### src/source/opl3_consts.svh
// Chip constants for the FM operator slot sequencer.
// Counts, field widths and the per-slot window length.

`ifndef OPL3_CONSTS_SVH
`define OPL3_CONSTS_SVH

`define NUM_BANKS           2
`define NUM_OPS_PER_BANK    18
`define NUM_CHANS_PER_BANK  9
`define NUM_SLOTS           36
`define SLOT_CYCLES         7   // cycles per operator slot

`define FNUM_WIDTH          10
`define BLOCK_WIDTH         3
`define FB_WIDTH            3
`define OP_OUT_WIDTH        13
`define CONN_SEL_WIDTH      6   // one 4-op enable per channel pair

`endif

### src/source/opl3_reg_pkg.sv
// Channel register types.
// Describes the per-channel register set, its address and the host
// write port, plus the 4-operator connection enables.

`include "opl3_consts.svh"

package opl3_reg_pkg;

    typedef struct packed {
        logic [`FNUM_WIDTH-1:0]  fnum;  // frequency number
        logic [`BLOCK_WIDTH-1:0] block; // octave
        logic                    kon;   // key on
        logic [`FB_WIDTH-1:0]    fb;    // feedback depth
        logic                    cnt;   // connection, 1 = parallel
    } channel_regs_t;

    typedef struct packed {
        logic       bank;
        logic [3:0] channel;
    } chan_addr_t;

    typedef struct packed {
        logic          valid;
        chan_addr_t    addr;
        channel_regs_t regs;
    } chan_write_t;

    // bit 3*bank+k joins channel k with channel k+3
    typedef logic [`CONN_SEL_WIDTH-1:0] conn_sel_t;

endpackage

### src/source/opl3_slot_pkg.sv
// Operator slot types.
// Slot addresses, operator roles, sweep states, the request handed
// to the shared operator and the modulation route of a slot.

`include "opl3_consts.svh"

package opl3_slot_pkg;

    import opl3_reg_pkg::*;

    typedef struct packed {
        logic                                  bank;
        logic [$clog2(`NUM_OPS_PER_BANK)-1:0] op;
    } slot_addr_t;

    typedef enum logic [1:0] {
        ROLE_FEEDBACK  = 2'd0, // first operator, self feedback
        ROLE_MODULATED = 2'd1, // phase modulated by source slot
        ROLE_PARALLEL  = 2'd2  // no modulation, no feedback
    } op_role_e;

    typedef enum logic {
        IDLE  = 1'b0,
        SWEEP = 1'b1
    } sched_state_e;

    typedef struct packed {
        slot_addr_t                      slot;
        logic [`FNUM_WIDTH-1:0]          fnum;
        logic [`BLOCK_WIDTH-1:0]         block;
        logic                            kon;
        logic [`FB_WIDTH-1:0]            fb;
        logic                            use_feedback;
        logic signed [`OP_OUT_WIDTH-1:0] modulation;
    } op_request_t;

    typedef struct packed {
        op_role_e   role;
        slot_addr_t source;  // slot whose result modulates this one
        chan_addr_t channel; // channel the slot takes its registers from
    } mod_route_t;

endpackage

### src/source/channel_reg_file.sv
// Channel register file.
// Holds the registers of all 18 channels, written one channel per
// cycle by the host. One full read for the channel in use, and a
// cnt-only read for the partner channel of a 4-operator pair.

`timescale 1ns/100ps
`default_nettype none
`include "opl3_consts.svh"

module channel_reg_file
    import opl3_reg_pkg::*;
(
    input  logic          clk,
    input  logic          reset,
    input  chan_write_t   chan_write,
    input  chan_addr_t    rd_chan,
    output channel_regs_t regs,
    input  chan_addr_t    pair_chan,
    output logic          pair_cnt
);

    localparam logic [3:0] NUM_CHANS = 4'(`NUM_CHANS_PER_BANK);

    channel_regs_t chan_q [`NUM_BANKS][`NUM_CHANS_PER_BANK];

    logic wr_ok;
    logic rd_ok;
    logic pair_ok;

    assign wr_ok   = chan_write.valid && (chan_write.addr.channel < NUM_CHANS);
    assign rd_ok   = rd_chan.channel < NUM_CHANS;   // channels 9..15 unmapped
    assign pair_ok = pair_chan.channel < NUM_CHANS;

    always_ff @(posedge clk) begin
        if (reset) begin
            for (int b = 0; b < `NUM_BANKS; b++) begin
                for (int c = 0; c < `NUM_CHANS_PER_BANK; c++) begin
                    chan_q[b][c] <= '0;
                end
            end
        end else if (wr_ok) begin
            chan_q[chan_write.addr.bank][chan_write.addr.channel] <= chan_write.regs;
        end
    end

    assign regs     = rd_ok ? chan_q[rd_chan.bank][rd_chan.channel] : '0;
    assign pair_cnt = pair_ok ? chan_q[pair_chan.bank][pair_chan.channel].cnt : 1'b0;

endmodule
`default_nettype wire

### src/source/connection_router.sv
// Connection router.
// Maps the current slot to its channel and operator role. Operators
// pair up as o and o+3 within a group of six. With a 4-operator enable
// set, slots 6..11 of the bank extend channel k (k = 0..2) and the
// roles follow the cnt bits of channels k and k+3 together.

`timescale 1ns/100ps
`default_nettype none
`include "opl3_consts.svh"

module connection_router
    import opl3_reg_pkg::*;
    import opl3_slot_pkg::*;
(
    input  slot_addr_t    cur_slot,
    input  conn_sel_t     conn_sel,
    input  channel_regs_t regs,
    output chan_addr_t    rd_chan,
    output chan_addr_t    pair_chan,
    input  logic          pair_cnt,
    output mod_route_t    route,
    output op_request_t   op_request
);

    localparam int OP_W = $bits(cur_slot.op);

    logic [1:0]      grp;       // group of six operators
    logic [1:0]      lane;      // position within the channel triple
    logic            second;    // carrier half of the pair
    logic [2:0]      sel_bit;
    logic            four_op;
    logic [3:0]      chan_num;
    op_role_e        role;
    logic [OP_W-1:0] src_op;

    always_comb begin
        grp     = 2'(cur_slot.op / OP_W'(6));
        lane    = 2'(cur_slot.op % OP_W'(3));
        second  = (cur_slot.op % OP_W'(6)) >= OP_W'(3);
        sel_bit = {1'b0, lane} + (cur_slot.bank ? 3'd3 : 3'd0);
        four_op = (grp == 2'd1) && conn_sel[sel_bit];

        // 4-op pairs take fnum, block and kon from the low channel
        chan_num  = four_op ? {2'b00, lane} : ({2'b00, grp} * 4'd3 + {2'b00, lane});
        rd_chan   = '{bank: cur_slot.bank, channel: chan_num};
        pair_chan = '{bank: cur_slot.bank, channel: {2'b00, lane} + 4'd3};
    end

    // source is always three operators back when there is one
    assign src_op = cur_slot.op - OP_W'(3);

    always_comb begin
        if (four_op) begin
            if (!second) begin
                // third operator of the chain, fed by op 3+k
                role = (!regs.cnt && pair_cnt) ? ROLE_PARALLEL : ROLE_MODULATED;
            end else begin
                // last operator, fed by op 6+k
                role = (regs.cnt && pair_cnt) ? ROLE_PARALLEL : ROLE_MODULATED;
            end
        end else if (!second) begin
            role = ROLE_FEEDBACK;
        end else begin
            role = regs.cnt ? ROLE_PARALLEL : ROLE_MODULATED;
        end
    end

    always_comb begin
        route.role    = role;
        route.channel = rd_chan;
        if (role == ROLE_FEEDBACK) begin
            route.source = cur_slot;   // no source, points at itself
        end else begin
            route.source = '{bank: cur_slot.bank, op: src_op};
        end
    end

    always_comb begin
        op_request.slot         = cur_slot;
        op_request.fnum         = regs.fnum;
        op_request.block        = regs.block;
        op_request.kon          = regs.kon;
        op_request.use_feedback = (role == ROLE_FEEDBACK);
        op_request.fb           = (role == ROLE_FEEDBACK) ? regs.fb : '0;
        op_request.modulation   = '0;  // filled in at the top level
    end

endmodule
`default_nettype wire

### src/source/operator_result_ram.sv
// Operator result memory.
// One entry per slot. Written with the operator output on the capture
// strobe, read back combinationally for modulation and by the host.

`timescale 1ns/100ps
`default_nettype none
`include "opl3_consts.svh"

module operator_result_ram
    import opl3_slot_pkg::*;
(
    input  logic                            clk,
    input  logic                            reset,
    input  logic                            op_capture,
    input  slot_addr_t                      cur_slot,
    input  logic signed [`OP_OUT_WIDTH-1:0] op_result,
    input  slot_addr_t                      mod_slot,
    output logic signed [`OP_OUT_WIDTH-1:0] mod_value,
    input  slot_addr_t                      host_slot,
    output logic signed [`OP_OUT_WIDTH-1:0] host_value
);

    localparam int IDX_W = $clog2(`NUM_SLOTS);

    logic signed [`OP_OUT_WIDTH-1:0] mem [`NUM_SLOTS];

    // flat index, bank 1 follows bank 0
    function automatic logic [IDX_W-1:0] slot_index(input slot_addr_t s);
        return s.bank ? IDX_W'(s.op) + IDX_W'(`NUM_OPS_PER_BANK) : IDX_W'(s.op);
    endfunction

    function automatic logic slot_valid(input slot_addr_t s);
        return s.op < $bits(s.op)'(`NUM_OPS_PER_BANK);
    endfunction

    always_ff @(posedge clk) begin
        if (reset) begin
            for (int i = 0; i < `NUM_SLOTS; i++) begin
                mem[i] <= '0;
            end
        end else if (op_capture && slot_valid(cur_slot)) begin
            mem[slot_index(cur_slot)] <= op_result;
        end
    end

    assign mod_value  = slot_valid(mod_slot) ? mem[slot_index(mod_slot)] : '0;
    assign host_value = slot_valid(host_slot) ? mem[slot_index(host_slot)] : '0;

endmodule
`default_nettype wire

### src/source/operator_scheduler.sv
// Slot scheduler.
// After a sample tick it walks all 36 operator slots, bank 0 first,
// giving each a fixed window. op_start marks the first cycle of a
// window, op_capture the last. sweep_done pulses on return to idle.

`timescale 1ns/100ps
`default_nettype none
`include "opl3_consts.svh"

module operator_scheduler
    import opl3_slot_pkg::*;
(
    input  logic       clk,
    input  logic       reset,
    input  logic       sample_tick,
    output slot_addr_t cur_slot,
    output logic       op_start,
    output logic       op_capture,
    output logic       sweep_done
);

    localparam int CNT_W = $clog2(`SLOT_CYCLES);
    localparam logic [CNT_W-1:0] LAST_CYCLE = CNT_W'(`SLOT_CYCLES - 1);
    localparam logic [$bits(cur_slot.op)-1:0] LAST_OP =
        $bits(cur_slot.op)'(`NUM_OPS_PER_BANK - 1);

    sched_state_e     state;
    slot_addr_t       slot_q;
    logic [CNT_W-1:0] win_cnt; // position inside the slot window
    logic             last_slot;

    assign last_slot  = slot_q.bank && (slot_q.op == LAST_OP);
    assign op_start   = (state == SWEEP) && (win_cnt == '0);
    assign op_capture = (state == SWEEP) && (win_cnt == LAST_CYCLE);
    assign cur_slot   = slot_q;

    always_ff @(posedge clk) begin
        if (reset) begin
            state      <= IDLE;
            slot_q     <= '0;
            win_cnt    <= '0;
            sweep_done <= 1'b0;
        end else begin
            sweep_done <= 1'b0;
            case (state)
                IDLE: begin
                    if (sample_tick) begin
                        state   <= SWEEP;
                        slot_q  <= '0;
                        win_cnt <= '0;
                    end
                end
                SWEEP: begin
                    if (win_cnt == LAST_CYCLE) begin
                        win_cnt <= '0;
                        if (last_slot) begin
                            state      <= IDLE;
                            slot_q     <= '0;
                            sweep_done <= 1'b1;
                        end else if (slot_q.op == LAST_OP) begin
                            slot_q.bank <= 1'b1;   // bank 0 done, move on
                            slot_q.op   <= '0;
                        end else begin
                            slot_q.op <= slot_q.op + 1'b1;
                        end
                    end else begin
                        win_cnt <= win_cnt + 1'b1;
                    end
                end
                default: state <= IDLE;
            endcase
        end
    end

endmodule
`default_nettype wire

### src/source/operator_slot_controller.sv
// FM operator slot controller, top level.
// Sequences the 36 operator slots through one external operator,
// routing channel registers and modulation per slot and keeping
// every operator result for the next slots and the host.

`timescale 1ns/100ps
`default_nettype none
`include "opl3_consts.svh"

module operator_slot_controller
    import opl3_reg_pkg::*;
    import opl3_slot_pkg::*;
(
    input  logic                            clk,
    input  logic                            reset,
    input  logic                            sample_tick,
    input  chan_write_t                     chan_write,
    input  conn_sel_t                       conn_sel,
    output logic                            op_start,
    output op_request_t                     op_request,
    input  logic signed [`OP_OUT_WIDTH-1:0] op_result,
    input  slot_addr_t                      host_slot,
    output logic signed [`OP_OUT_WIDTH-1:0] host_value,
    output logic                            sweep_done
);

    slot_addr_t                      cur_slot;
    logic                            op_capture;
    chan_addr_t                      rd_chan;
    chan_addr_t                      pair_chan;
    channel_regs_t                   regs;
    logic                            pair_cnt;
    mod_route_t                      route;
    op_request_t                     base_request;
    logic signed [`OP_OUT_WIDTH-1:0] mod_value;

    operator_scheduler u_scheduler (
        .clk         (clk),
        .reset       (reset),
        .sample_tick (sample_tick),
        .cur_slot    (cur_slot),
        .op_start    (op_start),
        .op_capture  (op_capture),
        .sweep_done  (sweep_done)
    );

    channel_reg_file u_regs (
        .clk        (clk),
        .reset      (reset),
        .chan_write (chan_write),
        .rd_chan    (rd_chan),
        .regs       (regs),
        .pair_chan  (pair_chan),
        .pair_cnt   (pair_cnt)
    );

    connection_router u_router (
        .cur_slot   (cur_slot),
        .conn_sel   (conn_sel),
        .regs       (regs),
        .rd_chan    (rd_chan),
        .pair_chan  (pair_chan),
        .pair_cnt   (pair_cnt),
        .route      (route),
        .op_request (base_request)
    );

    operator_result_ram u_results (
        .clk        (clk),
        .reset      (reset),
        .op_capture (op_capture),
        .cur_slot   (cur_slot),
        .op_result  (op_result),
        .mod_slot   (route.source),
        .mod_value  (mod_value),
        .host_slot  (host_slot),
        .host_value (host_value)
    );

    // modulation only reaches the operator for modulated roles
    always_comb begin
        op_request            = base_request;
        op_request.modulation = (route.role == ROLE_MODULATED) ? mod_value : '0;
    end

endmodule
`default_nettype wire

### config.mk
export PLATFORM = sky130hd
export DESIGN_NAME = operator_slot_controller
export DESIGN_NICKNAME = d
export VERILOG_FILES = /design/src/source/opl3_reg_pkg.sv /design/src/source/opl3_slot_pkg.sv /design/src/source/channel_reg_file.sv /design/src/source/connection_router.sv /design/src/source/operator_result_ram.sv /design/src/source/operator_scheduler.sv /design/src/source/operator_slot_controller.sv
export VERILOG_INCLUDE_DIRS = /design/src /design/src/source
export SDC_FILE = /design/constraint.sdc
export NUM_CORES = 2
export LEC_CHECK = 0
export BUFFER_PORTS_ARGS = -buffer_cell sky130_fd_sc_hd__buf_4
export CAP_MARGIN = 0
export CORE_MARGIN = 3
export CORE_UTILIZATION = 38
export DETAILED_ROUTE_END_ITERATION = 6
export HOLD_SLACK_MARGIN = 0.15
export SYNTH_ARGS = -nofsm -noshare
export SYNTH_HDL_FRONTEND = slang
export SYNTH_SLANG_ARGS = --single-unit
### constraint.sdc
create_clock -name clk -period 15 [get_ports clk]
set_input_delay 4.5 -clock clk [delete_from_list [all_inputs] [get_ports clk]]
set_output_delay 4.5 -clock clk [all_outputs]
set_load 0.005 [all_outputs]
# == Yosys cells after proc, flatten, opt, wreduce, memory -nomap -nowiden ==
# Memories as Yosys holds them, arrays and structs flattened. A register that Yosys moved wholly into a read port is not among the register bits.
# Index checks and enable logic that the tools add are counted.
# word_totals
latch_bits,0
regBits,11
romBits,0
ramBits,792
out_inout_bits,52
memories,2
# memory_table
memory,words,word_bits,read_ports,rd_clocked_by_memory_dff,write_ports,line,source
u_results.mem,36,13,2,0,36,operator_result_ram.sv:25,logic signed [`OP_OUT_WIDTH-1:0] mem [`NUM_SLOTS];
u_regs.chan_q,2,162,1,1,2,channel_reg_file.sv:24,channel_regs_t chan_q [`NUM_BANKS][`NUM_CHANS_PER_BANK];
# classes
n_reduce_logical,17
order_cmp,12
mux,58
n_eq_ne,7
shifts,0
bitwise,5
n_mul,1
add_sub_neg,9
n_div,3
# ops
operator,count
$mux W162,3
$reduce_or A162 Y1,1
$bmux W18 S4,2
$demux W18 S4,1
$mux W18,4
$mux W13,4
$mux W6,7
$mux W1,20
$add A5 B5 Y6 const B,3
$ge A5 B5 Y1 const B,3
$lt A5 B5 Y1 const B,3
$not A4 Y5,3
$mux W2,7
$reduce_or A13 Y1,1
$lt A4 B4 Y1 const B,3
$pmux W6 S2,1
$mux W5,2
$logic_and A1 B1 Y1,9
$mux W3,3
$pmux W3 S2,1
$add A5 B1 Y5 const B,1
$div A5 B3 Y5 const B,1
$eq A5 B5 Y1 const B,1
$ge A5 B2 Y1 const B,1
other kinds (24),27

# == Longest topological paths before layout ==
# An unclocked memory read counts as a cell.
# logic_depth
word_depth,23
depth_mapped,38
depth_no_buf,34

# == Cells and area by module ==
# Synthesis repeated with hierarchy kept, for this count alone.
# hier_totals
cells_unflattened,4092
hier_area_um2,59504.6
# modules_own_cells
module,area_each_um2,cells_each,instances,seq_area_each_um2
operator_result_ram,43005.0,2918,1,24743.7
channel_reg_file,14301.2,893,1,9729.3
connection_router,1473.9,204,1,0.0
operator_scheduler,588.1,62,1,220.2
operator_slot_controller,136.4,15,1,0.0

# == Worst setup path before layout ==
# OpenSTA, ideal clock, no wires.
# synth_path
path_type,input -> output
start,input conn_sel[5]
end,output op_request[10] in the netlist's numbering
arrival_ns,7.911
t_required_ns,10.500
stages,18
path_slack_ns,2.589
n_path_buf,2
cell_sequence,mux4_2 -> a22oi_4 -> and4_1 -> a32oi_4 -> inv_4 -> nor2_1 -> xnor2_1 -> inv_1 -> ha_1 -> nor2b_1 -> a21oi_1 -> and2_0 -> buf_2 -> buf_2 -> mux4_2 -> a21oi_1 -> nor4b_1 -> a31oi_1
# synth_rtl
element,line,source
"start, declared",operator_slot_controller.sv:18,"input conn_sel_t conn_sel,"
"end, declared",operator_slot_controller.sv:20,"output op_request_t op_request,"

==> results.ini <==
[status]
status=finished clean

[drt]
avgRoutedWirePerCell_um=28.6
route.met2.wl_um=81600
drc=0
wl_met3_um=17200
wirelength_um=176000
top_layer_used=met5
vias_per_cell=5.82
wl_met1_um=71100
vias=35900
drt_pass1_iterations=5
drtAntennaViolNets=0
first_iter_violations=5053

[placement]
gp_congestion=0.937
dpl.cell_count=5912
dp_hpwl_um=110000
post-place-ws_ns=0.974
port_buffers=103

[global_routing]
grt_pass1_wl_um=253000
antenna_found_initial=14
overflow=0
grt_max_degree=89
grt_pass1_vias=34900
track_usage_pct=22.1

[job]
max-cap-violations=0

[setup_path]
crit_family=compound AO/OA/AOI/OAI gates
crit_path_end_kind=output pin
r2r_setup_slack_ns=10.60
cp-start-kind=flip-flop
slowest_stage=o311ai_0
cp_max_fo=37
critPathRequiredTime_ns=10.50
worst-path-buf-inv=6
critical_path_class=flip-flop to output pin
cpMostUsedCell=ha_1
arrival_ns=9.88
critical_path.max_stage_delay_ns=0.47

[pwr]
ir_drop_uv=111
power_density_mw_per_mm2=115
p_leak_uw=0.0226

[timing]
hold_viol_final=0
finalMaxSlewViolations=0
fmax_ghz=0.0695
slew_headroom_pct=19.1
fin_crit_ns=14.38
setup_tns_ns=0
finalClockSkew_ns=0.0513
finalSetupViolCount=0
worst_slew_pin_slew_ns=1.21
rsz0062_at_grt=false
fin_ws_ns=0.616
finalCritPeriodShare_pct=95.9

[logic_synthesis]
synth_top_cell_area_share_pct=59.8
synth-seq-cells=1168
yosys-top-cells-area=edfxtp_1 60%, mux4_2 18%, and2_1 7.1%, nand2_1 2.7%, clkbuf_1 1.5%
ys.flop_type=edfxtp_1
synth_edf_count=1156
synth_cells=3896
synth_cell_type_count=79
synth_top_cell_by_area=edfxtp_1
post-synth-top-count-cell=edfxtp_1
synthArstFlopShare_pct=0
synth_warnings=0
ys_seq_area_share_pct=60.2
avgSynthCellArea_sq_um=14.9
synth.top_cells.by_count=1,156 x edfxtp_1, 656 x and2_1, 452 x mux4_2
syn-cell-area_sq_mm=0.0580

[worst_hold_path]
hold_path.class=flip-flop to flip-flop

[clocking]
cts_buffers=134
cts_tree=done
clk_path_buf_depth=3
htree_levels=4
clockRootBuffer=clkbuf_16
cts_hold_buf=0
clk_pin_slew_ns=0.06
clk_latency_ns=0.77
cts_sinks=1168
postCtsSetupBuffers=0

[die]
core_sq_mm=0.151
die_y_um=397
die_w_um=397
dieArea_sq_mm=0.157
initial_core_util_pct=38.5
ioPinCount=104
std_cell_rows=142

[layout]
fin_cells=6158
fillers=13400
drive_gt1_share_pct=23.4
multiInputGateArea_sq_mm=0.0222
fin_nets=4109
area_growth_pct=13.5
seqCellArea_sq_mm=0.0350

-- per-layer routing --
layer	GRT usage, %	vias to the layer above
met3	4.43	274
met2	34.3	1879
met4	7.10	4
met1	31.3	18500
met5	0	-
li1	-	15200
-- worst paths after layout --
kind / from / endpoint / cells past startpoint
hold / removal: u_scheduler.win_cnt[2] / u_scheduler.win_cnt[2] / 1
setup reg to reg: u_scheduler.cur_slot[2] / u_results.mem[7][6] / 8
hold reg to reg: u_scheduler.win_cnt[2] / u_scheduler.win_cnt[2] / 1
setup / recovery: u_scheduler.cur_slot[1] / op_request[4] / 35
-- cells by family after synthesis --
kind of cell | synth area share (%)
other | 0.00646
AOI/OAI and AO/OA | 3.84
buffers and inverters | 2.48
xor gates and xnor gates | 0.287
adders and majority gates | 0.556
DFF | 60.2
and+or+nand+nor | 13.6
muxes | 19.0
-- placed cells by master (no fill, tap or decap), types with 10 or more instances in the layout --
cell / n
edfxtp_1: 1156
and2_1: 656
mux4_2: 452
nand2_1: 422
buf_4: 205
clkbuf_16: 138
nand3_1: 135
conb_1: 104
nor2_1: 97
a21oi_1: 61
and3_1: 58
mux2i_1: 55
or2_2: 49
a31oi_1: 48
a211oi_1: 36
clkinv_1: 34
nor2b_1: 30
clkbuf_1: 27
o21ai_0: 26
mux2_2: 21
ha_1: 21
inv_1: 20
a311oi_1: 20
clkinv_2: 19
a22o_1: 16
buf_12: 14
nor3_1: 12
a21oi_2: 10
o22a_1: 10
dfxtp_1: 10
-- registers in the layout (all words and copies together) (netlist names), named ones only --
register	flops
u_scheduler.cur_slot	6
u_scheduler.state	1
u_results.mem	832
u_scheduler.win_cnt	3
u_scheduler.sweep_done	1
u_regs.chan_q	324
-- worst register-to-register path: cells and delay by family (launching register included) --
kind                     cells  cell delay, ns
AND/OR/NAND/NOR              4            3.03
adder cells (fa/ha/maj)      1            0.19
buffers and inverters        2            0.43
flip-flops                   1            0.33
AO/OA/AOI/OAI                1            0.08
-- where the power goes --
| part | leakage, uW | internal, uW | total [uW] | switching [uW] |
|---|---|---|---|---|
| sequential | 0.0110 | 3740 | 3800 | 59.1 |
| clock | 0.00204 | 1790 | 3160 | 1370 |
| combinational | 0.00950 | 239 | 592 | 353 |
| total | 0.0226 | 5770 | 7550 | 1780 |
-- stage by stage --
stage | util [%] | hold slack, ns | total power, uW | instance area [sq um]
after global routing | 43.7 | 0.614 | 7770 | 65800
after floorplan | - | 0.503 | 4180 | 58400
after global placement | 40.8 | 0.534 | 4440 | 61600
after CTS | 43.6 | 0.554 | 7600 | 65800
final | 43.7 | 0.556 | 7550 | 65900
after detailed placement | 40.8 | 0.544 | 4460 | 61600
-- layout make-up --
class / instances / area share, %
flip-flops and latches: 1168 / 53.1
multi-input cells: 2486 / 33.8
clock buffers: 165 / 5.40
well taps: 2016 / 3.83
repair buffers: 220 / 2.79
clock inverters: 75 / 0.984
inverters: 23 / 0.135
diodes: 5 / 0.0190
-- timing repair --
item | CTS | global route
endpoints found under the hold margin | 0 | 0
gates resized for setup | 0 | 7
endpoints found under the setup margin | 0 | 8
Note: power is estimated with default switching activity, not from simulation.
